[config.mk]
export PLATFORM = sky130hd
export DESIGN_NAME = ranger_top
export DESIGN_NICKNAME = d
export VERILOG_FILES = /design/src/verilog/ranger_pkg.sv /design/src/verilog/ranger_top.sv /design/src/verilog/ranger_apb_regs.sv /design/src/verilog/proximity_alert.sv /design/src/verilog/echo_ranger.sv
export SDC_FILE = /design/constraint.sdc
export NUM_CORES = 1
export LEC_CHECK = 0
export ABC_AREA = 1
export BUFFER_PORTS_ARGS = -buffer_cell sky130_fd_sc_hd__buf_2
export CAP_MARGIN = 15
export CORE_MARGIN = 1.5
export CORE_UTILIZATION = 65
export DETAILED_ROUTE_END_ITERATION = 16
export GPL_TIMING_DRIVEN = 0
export PLACE_DENSITY = 0.84
export SYNTH_ARGS = -nofsm -noshare
export SYNTH_HDL_FRONTEND = slang
export SYNTH_HIERARCHICAL = 1
export SYNTH_SLANG_ARGS = --single-unit
[constraint.sdc]
create_clock -name clk -period 5.8 [get_ports clk]
set_input_delay 0.29 -clock clk [delete_from_list [all_inputs] [get_ports clk]]
set_output_delay 0.29 -clock clk [all_outputs]
set_load 0.02 [all_outputs]
[src/verilog/ranger_pkg.sv]
package ranger_pkg;

    // Counter width for echo time, timeout and threshold
    localparam int count_w = 22;

    localparam int apb_addr_w = 8;
    localparam int apb_data_w = 32;

    // Register map, byte addresses
    localparam logic [apb_addr_w-1:0] addr_ctrl       = 8'h00; // enable, near_hits
    localparam logic [apb_addr_w-1:0] addr_trig       = 8'h04;
    localparam logic [apb_addr_w-1:0] addr_timeout    = 8'h08;
    localparam logic [apb_addr_w-1:0] addr_thresh     = 8'h0C;
    localparam logic [apb_addr_w-1:0] addr_pause      = 8'h10;
    localparam logic [apb_addr_w-1:0] addr_result     = 8'h14; // Read only
    localparam logic [apb_addr_w-1:0] addr_status     = 8'h18; // W1C sticky bits
    localparam logic [apb_addr_w-1:0] addr_meas_count = 8'h1C;

    // Configuration values after reset
    localparam logic [15:0]        rst_trig_cycles    = 16'd500;
    localparam logic [count_w-1:0] rst_timeout_cycles = count_w'(900000);
    localparam logic [count_w-1:0] rst_near_threshold = count_w'(30000);
    localparam logic [15:0]        rst_pause_cycles   = 16'd1000;
    localparam logic [7:0]         rst_near_hits      = 8'd1;

    typedef enum logic [2:0] {
        idle,       // Pause between measurements
        trig,       // Trigger high
        wait_echo,  // Waiting for echo rise
        measure,    // Echo high, counting
        done        // Publish result
    } ranger_state_e;

    typedef struct packed {
        logic               enable;
        logic [15:0]        trig_cycles;
        logic [count_w-1:0] timeout_cycles;
        logic [count_w-1:0] near_threshold;
        logic [15:0]        pause_cycles;
    } ranger_cfg_t;

    typedef struct packed {
        logic [count_w-1:0] echo_count;
        logic               valid;      // Single cycle strobe
        logic               timed_out;
        logic               near;
    } ranger_result_t;

endpackage
[src/verilog/ranger_top.sv]
`timescale 1ns/100ps

module ranger_top
    import ranger_pkg::*;
#(
    parameter int COUNT_W = count_w
) (
    input  logic                  clk,
    input  logic                  reset_n,
    input  logic                  psel,
    input  logic                  penable,
    input  logic                  pwrite,
    input  logic [apb_addr_w-1:0] paddr,
    input  logic [apb_data_w-1:0] pwdata,
    output logic [apb_data_w-1:0] prdata,
    output logic                  pready,
    output logic                  pslverr,
    input  logic                  echo,
    output logic                  trigger,
    output logic                  alert
);

    ranger_cfg_t    cfg;
    logic [7:0]     near_hits;
    ranger_result_t raw_result;     // From the timer, near not yet set
    ranger_result_t result;         // Classified

    ranger_apb_regs #(.COUNT_W(COUNT_W)) i_regs (
        .clk       (clk),
        .reset_n   (reset_n),
        .psel      (psel),
        .penable   (penable),
        .pwrite    (pwrite),
        .paddr     (paddr),
        .pwdata    (pwdata),
        .result    (result),
        .alert     (alert),
        .prdata    (prdata),
        .pready    (pready),
        .pslverr   (pslverr),
        .cfg       (cfg),
        .near_hits (near_hits)
    );

    echo_ranger #(.COUNT_W(COUNT_W)) i_ranger (
        .clk     (clk),
        .reset_n (reset_n),
        .echo    (echo),
        .cfg     (cfg),
        .trigger (trigger),
        .result  (raw_result)
    );

    proximity_alert #(.COUNT_W(COUNT_W)) i_alert (
        .clk            (clk),
        .reset_n        (reset_n),
        .raw_result     (raw_result),
        .near_threshold (cfg.near_threshold),
        .near_hits      (near_hits),
        .result         (result),
        .alert          (alert)
    );

endmodule

[src/verilog/ranger_apb_regs.sv]
`timescale 1ns/100ps

module ranger_apb_regs
    import ranger_pkg::*;
#(
    parameter int COUNT_W = count_w
) (
    input  logic                  clk,
    input  logic                  reset_n,
    input  logic                  psel,
    input  logic                  penable,
    input  logic                  pwrite,
    input  logic [apb_addr_w-1:0] paddr,
    input  logic [apb_data_w-1:0] pwdata,
    input  ranger_result_t        result,
    input  logic                  alert,
    output logic [apb_data_w-1:0] prdata,
    output logic                  pready,
    output logic                  pslverr,
    output ranger_cfg_t           cfg,
    output logic [7:0]            near_hits
);

    logic                  setup;
    logic                  wr_en;
    logic                  mapped;
    logic [apb_data_w-1:0] rdata;
    logic [COUNT_W-1:0]    last_count;
    logic [15:0]           meas_count;
    logic                  done_flag;
    logic                  timeout_flag;
    logic                  near_flag;

    assign pready = 1'b1;   // No wait states
    assign setup  = psel && !penable;
    assign wr_en  = psel && penable && pwrite && mapped;

    // Address decode and read mux
    always_comb begin
        mapped = 1'b1;
        rdata  = '0;
        case (paddr)
            addr_ctrl:       rdata = apb_data_w'({near_hits, 7'b0, cfg.enable});
            addr_trig:       rdata = apb_data_w'(cfg.trig_cycles);
            addr_timeout:    rdata = apb_data_w'(cfg.timeout_cycles);
            addr_thresh:     rdata = apb_data_w'(cfg.near_threshold);
            addr_pause:      rdata = apb_data_w'(cfg.pause_cycles);
            addr_result:     rdata = apb_data_w'(last_count);
            addr_status:     rdata = apb_data_w'({alert, near_flag, timeout_flag, done_flag});
            addr_meas_count: rdata = apb_data_w'(meas_count);
            default:         mapped = 1'b0;
        endcase
    end

    // Configuration registers
    always_ff @(posedge clk) begin
        if (reset_n) begin
            cfg.enable         <= 1'b0;
            cfg.trig_cycles    <= rst_trig_cycles;
            cfg.timeout_cycles <= rst_timeout_cycles;
            cfg.near_threshold <= rst_near_threshold;
            cfg.pause_cycles   <= rst_pause_cycles;
            near_hits          <= rst_near_hits;
        end else if (wr_en) begin
            case (paddr)
                addr_ctrl: begin
                    cfg.enable <= pwdata[0];
                    near_hits  <= pwdata[15:8];
                end
                addr_trig:    cfg.trig_cycles    <= pwdata[15:0];
                addr_timeout: cfg.timeout_cycles <= pwdata[count_w-1:0];
                addr_thresh:  cfg.near_threshold <= pwdata[count_w-1:0];
                addr_pause:   cfg.pause_cycles   <= pwdata[15:0];
                default: ;    // Read-only or status, handled below
            endcase
        end
    end

    // Result capture and sticky status
    always_ff @(posedge clk) begin
        if (reset_n) begin
            last_count   <= '0;
            meas_count   <= '0;
            done_flag    <= 1'b0;
            timeout_flag <= 1'b0;
            near_flag    <= 1'b0;
        end else begin
            if (wr_en && (paddr == addr_status)) begin
                if (pwdata[0]) done_flag    <= 1'b0;
                if (pwdata[1]) timeout_flag <= 1'b0;
            end
            // A new result wins over a simultaneous clear
            if (result.valid) begin
                last_count <= COUNT_W'(result.echo_count);
                meas_count <= meas_count + 16'd1;
                done_flag  <= 1'b1;
                near_flag  <= result.near;
                if (result.timed_out) begin
                    timeout_flag <= 1'b1;
                end
            end
        end
    end

    // Read data and error are loaded in setup so they hold through the access phase
    always_ff @(posedge clk) begin
        if (reset_n) begin
            prdata  <= '0;
            pslverr <= 1'b0;
        end else begin
            pslverr <= setup && !mapped;
            prdata  <= (setup && !pwrite) ? rdata : '0;
        end
    end

endmodule

[src/verilog/proximity_alert.sv]
`timescale 1ns/100ps

module proximity_alert
    import ranger_pkg::*;
#(
    parameter int COUNT_W = count_w
) (
    input  logic               clk,
    input  logic               reset_n,
    input  ranger_result_t     raw_result,
    input  logic [COUNT_W-1:0] near_threshold,
    input  logic [7:0]         near_hits,
    output ranger_result_t     result,
    output logic               alert
);

    logic               near_now;
    logic [7:0]         hits_needed;
    logic [7:0]         hit_cnt;    // Consecutive near results
    logic               valid_q;
    logic [count_w-1:0] count_q;
    logic               timed_out_q;
    logic               near_q;

    assign near_now = !raw_result.timed_out &&
                      (COUNT_W'(raw_result.echo_count) < near_threshold);

    assign hits_needed = (near_hits == 8'd0) ? 8'd1 : near_hits; // Zero acts as one

    always_ff @(posedge clk) begin
        if (reset_n) begin
            valid_q <= 1'b0;
            hit_cnt <= '0;
        end else begin
            valid_q <= raw_result.valid;
            if (raw_result.valid) begin
                if (!near_now) begin
                    hit_cnt <= '0;              // Far or timeout breaks the run
                end else if (hit_cnt != 8'hFF) begin
                    hit_cnt <= hit_cnt + 8'd1;
                end
            end
        end
    end

    always_ff @(posedge clk) begin
        if (raw_result.valid) begin
            count_q     <= raw_result.echo_count;
            timed_out_q <= raw_result.timed_out;
            near_q      <= near_now;
        end
    end

    assign result = '{
        echo_count: count_q,
        valid:      valid_q,
        timed_out:  timed_out_q,
        near:       near_q
    };

    assign alert = (hit_cnt >= hits_needed);

endmodule

[src/verilog/echo_ranger.sv]
`timescale 1ns/100ps

module echo_ranger
    import ranger_pkg::*;
#(
    parameter int COUNT_W = count_w
) (
    input  logic           clk,
    input  logic           reset_n,
    input  logic           echo,
    input  ranger_cfg_t    cfg,
    output logic           trigger,
    output ranger_result_t result
);

    ranger_state_e state;

    logic [COUNT_W-1:0] cnt;        // Shared by pause, trigger and timeout
    logic [COUNT_W-1:0] cnt_nxt;
    logic [COUNT_W-1:0] width_cnt;  // Echo high time in cycles
    logic               echo_meta;
    logic               echo_sync;
    logic               timed_out;
    logic               pause_hit;
    logic               trig_hit;
    logic               timeout_hit;

    assign cnt_nxt = cnt + COUNT_W'(1);

    // Terminal counts, a zero setting behaves like one
    assign pause_hit   = cnt_nxt >= COUNT_W'(cfg.pause_cycles);
    assign trig_hit    = cnt_nxt >= COUNT_W'(cfg.trig_cycles);
    assign timeout_hit = cnt_nxt >= COUNT_W'(cfg.timeout_cycles);

    // Two stage synchronizer for the asynchronous echo pin
    always_ff @(posedge clk) begin
        if (reset_n) begin
            echo_meta <= 1'b0;
            echo_sync <= 1'b0;
        end else begin
            echo_meta <= echo;
            echo_sync <= echo_meta;
        end
    end

    always_ff @(posedge clk) begin
        if (reset_n) begin
            state     <= idle;
            cnt       <= '0;
            width_cnt <= '0;
            timed_out <= 1'b0;
        end else begin
            case (state)
                idle: begin
                    width_cnt <= '0;
                    if (!cfg.enable) begin
                        cnt <= '0;              // Hold off while disabled
                    end else if (pause_hit) begin
                        cnt   <= '0;
                        state <= trig;
                    end else begin
                        cnt <= cnt_nxt;
                    end
                end

                trig: begin
                    if (trig_hit) begin
                        cnt   <= '0;
                        state <= wait_echo;
                    end else begin
                        cnt <= cnt_nxt;
                    end
                end

                wait_echo: begin
                    if (echo_sync) begin
                        width_cnt <= COUNT_W'(1);  // First high cycle
                        state     <= measure;
                    end else if (timeout_hit) begin
                        width_cnt <= '0;
                        timed_out <= 1'b1;
                        state     <= done;
                    end else begin
                        cnt <= cnt_nxt;
                    end
                end

                measure: begin
                    if (echo_sync) begin
                        if (width_cnt != '1) begin
                            width_cnt <= width_cnt + COUNT_W'(1); // Saturates
                        end
                    end else begin
                        timed_out <= 1'b0;
                        state     <= done;
                    end
                end

                done: begin
                    cnt   <= '0;
                    state <= idle;
                end

                default: begin
                    cnt   <= '0;
                    state <= idle;
                end
            endcase
        end
    end

    assign trigger = (state == trig);

    // Near is filled in downstream by the classifier
    assign result = '{
        echo_count: count_w'(width_cnt),
        valid:      (state == done),
        timed_out:  timed_out,
        near:       1'b0
    };

endmodule

==> summary.md <==
| Metric | Value |
|---|---|
| Status | `finished, final reports clean` |
| Filler Cell Count | `1640` |
| Clk buf depth | `3` |
| Power per Cell Area | `221 mW/mm2` |
| Sink Count | `232` |
| Initial DRC Count | `1255` |
| Post-route DRC violation count | `0` |
| Ports | `82` |
| Die Y | `147 um` |
| DRT Pass-1 Iters | `6` |
| Final core occ | `74.1%` |
| Port-buffer cells | `60` |
| Clock buffer count from CTS | `25` |
| Area occupied by multi-input gates | `0.00719 mm2` |
| First-pass GRT wire length | `65.2 mm` |
| Resized cells post-CTS | `0` |
| Tcrit/Tclk final | `67.6%` |
| Period minus WS final | `3920 ps` |
| Syn. warnings | `6` |
| Slew HR | `35.1%` |
| Root buffer cell | `clkbuf_16` |
| Die X-Extent | `147 um` |
| Worst slew pin tran | `966 ps` |
| Final Hold Fails | `0` |
| Placer Congestion | `0.999` |
| Worst setup EP type | `flop` |
| Area delta synth->final | `11.3%` |
| Clk Latency, worst-skew pair | `530 ps` |
| Drt via density | `5.71` |
| CTS tree | `yes` |
| Max_cap viols | `0` |
| Clk pin slew, worst setup/hold paths | `60 ps` |
| Lkg Pwr | `6.79 nW` |
| WHS Path Cells | `2` |
| Total grt overflow | `0` |
| CTS H-Tree Depth | `1` |
| R2R setup slack | `1880 ps` |
| Worst clock skew | `13.0 ps` |
| Crit path DAT | `4330 ps` |
| Post CTS Setup Buffer Count | `0` |
| Core area | `0.0204 mm2` |
| HP Class | `primary input to flop` |
| Max rail drop VDD | `0.248 mV` |
| Total Neg Setup Slack | `0 ps` |
| Final nets | `2136` |
| Die ar. | `0.0217 mm2` |
| ANT nets after route | `0` |
| Largest net degree at the start of global routing | `14` |
| Initial antenna violation count | `1` |
| Max-slew violations | `0` |
| # rows | `52` |
| Initial Util | `66.5%` |
| Placed inst area | `0.0142 mm2` |
| Critical Path RT | `6210 ps` |
| Vias in the first global route | `12374` |
| Final WL | `42.0 mm` |
| Wire length per cell | `18.3 um` |
| Fmax | `0.255 GHz` |
| Setup crit start kind | `flop` |
| Post-Syn Instances | `1906` |
| Mean post-synth cell area | `7.11 um2` |
| RSZ-0062 raised after global routing | `no` |
| Dpl hpwl | `32.2 mm` |
| Gr usage total | `38.7%` |
| Antenna Cells | `0` |
| Synthesized area | `0.0136 mm2` |
| Final setup viols | `0` |
| Share of layout cells above drive strength 1 | `13.0%` |
| Reg area | `0.00488 mm2` |
| Hold_buf cts | `1` |
| Crit path kind | `flop to flop` |
| Critical Path Fanout Max | `10` |
| R2R cell count | `18` |
| Cell area after layout | `0.0151 mm2` |
| Via Count | `13089` |
==> per-layer routing <==
metal | global-route usage, % | share of wire [%] | vias up
met5 | 0 | 0.033 | -
met4 | 17.6 | 5.2 | 2
met3 | 6.54 | 9.6 | 150
met2 | 62.4 | 45 | 637
met1 | 50.9 | 40 | 6018
li1 | - | - | 6282
==> path summary, 6_finish.rpt <==
check                       endpoint          startpoint
setup / recovery   i_ranger/state[1]     i_ranger/cnt[0]
hold / removal       i_alert/valid_q             reset_n
setup reg to reg   i_ranger/state[1]     i_ranger/cnt[0]
hold reg to reg   i_ranger/echo_sync  i_ranger/echo_meta
==> cells in the final DEF, fill, tap and decap left out, types with 28 or more instances in the layout <==
master,count
inv_1,244
a21oi_2,28
clkbuf_1,29
nand4_1,29
buf_2,75
nor2_1,190
nand2_1,533
xor2_1,28
dfxtp_1,208
a21oi_1,148
o21ai_0,52
ha_1,85
nand3_1,91
==> metrics by stage <==
step           std cells  setup slack, ps  total power [W]  hold WS, ps
2_1_floorplan       1915             2790          0.00170          362
3_5_place_dp        2247             1930          0.00175          399
3_3_place_gp        2245             1900          0.00175          395
4_1_cts             2294             1930          0.00334         11.4
5_1_grt             2294             1660          0.00342         38.2
6_report            2294             1880          0.00334         20.6
==> registers in the layout (all words and copies together) (netlist names), 3 cells and up <==
register and flops:
i_alert/count_q 22, i_alert/hit_cnt 8, i_ranger/cnt 22, i_ranger/state 3, i_ranger/width_cnt 22, i_regs/cfg 77, i_regs/last_count 22, i_regs/meas_count 16
i_regs/near_hits 8, i_regs/prdata 22
==> critical path, stage by stage, from the launching register on <==
cell and delay [ps]:
dfxtp_1 630, ha_1 290, nand2_2 80, nor2_4 150, nand2_4 110, nor2_4 130, xor2_1 570, ha_1 210
nand2_1 70, nor3_1 360, nand2_1 110, nand2_1 80, nand2_1 50, nand3_1 170, o21bai_1 100, a21oi_1 410
nand3_1 120, nand2_1 90, nor2_1 50
==> power by group <==
group	internal [W]	switching [W]	total (W)	leakage, nW
sequential	0.00162	0.000000520	0.00162	1.90
combinational	0.0000257	0.0000781	0.000104	4.49
clock	0.000966	0.000649	0.00162	0.406
total	0.00261	0.000728	0.00334	6.79
==> cell type report <==
| type | instances | area share (%) |
|---|---|---|
| Timing Repair Buffer | 63 | 2.21 |
| Clock inverter | 18 | 1.25 |
| Clock buffer | 28 | 4.22 |
| Inverter | 258 | 6.49 |
| Multi-Input combinational cell | 1347 | 47.7 |
| Sequential cell | 232 | 32.4 |
| Buffer | 78 | 3.54 |
| Tap cell | 270 | 2.24 |
(Power assumes the default switching activity.)
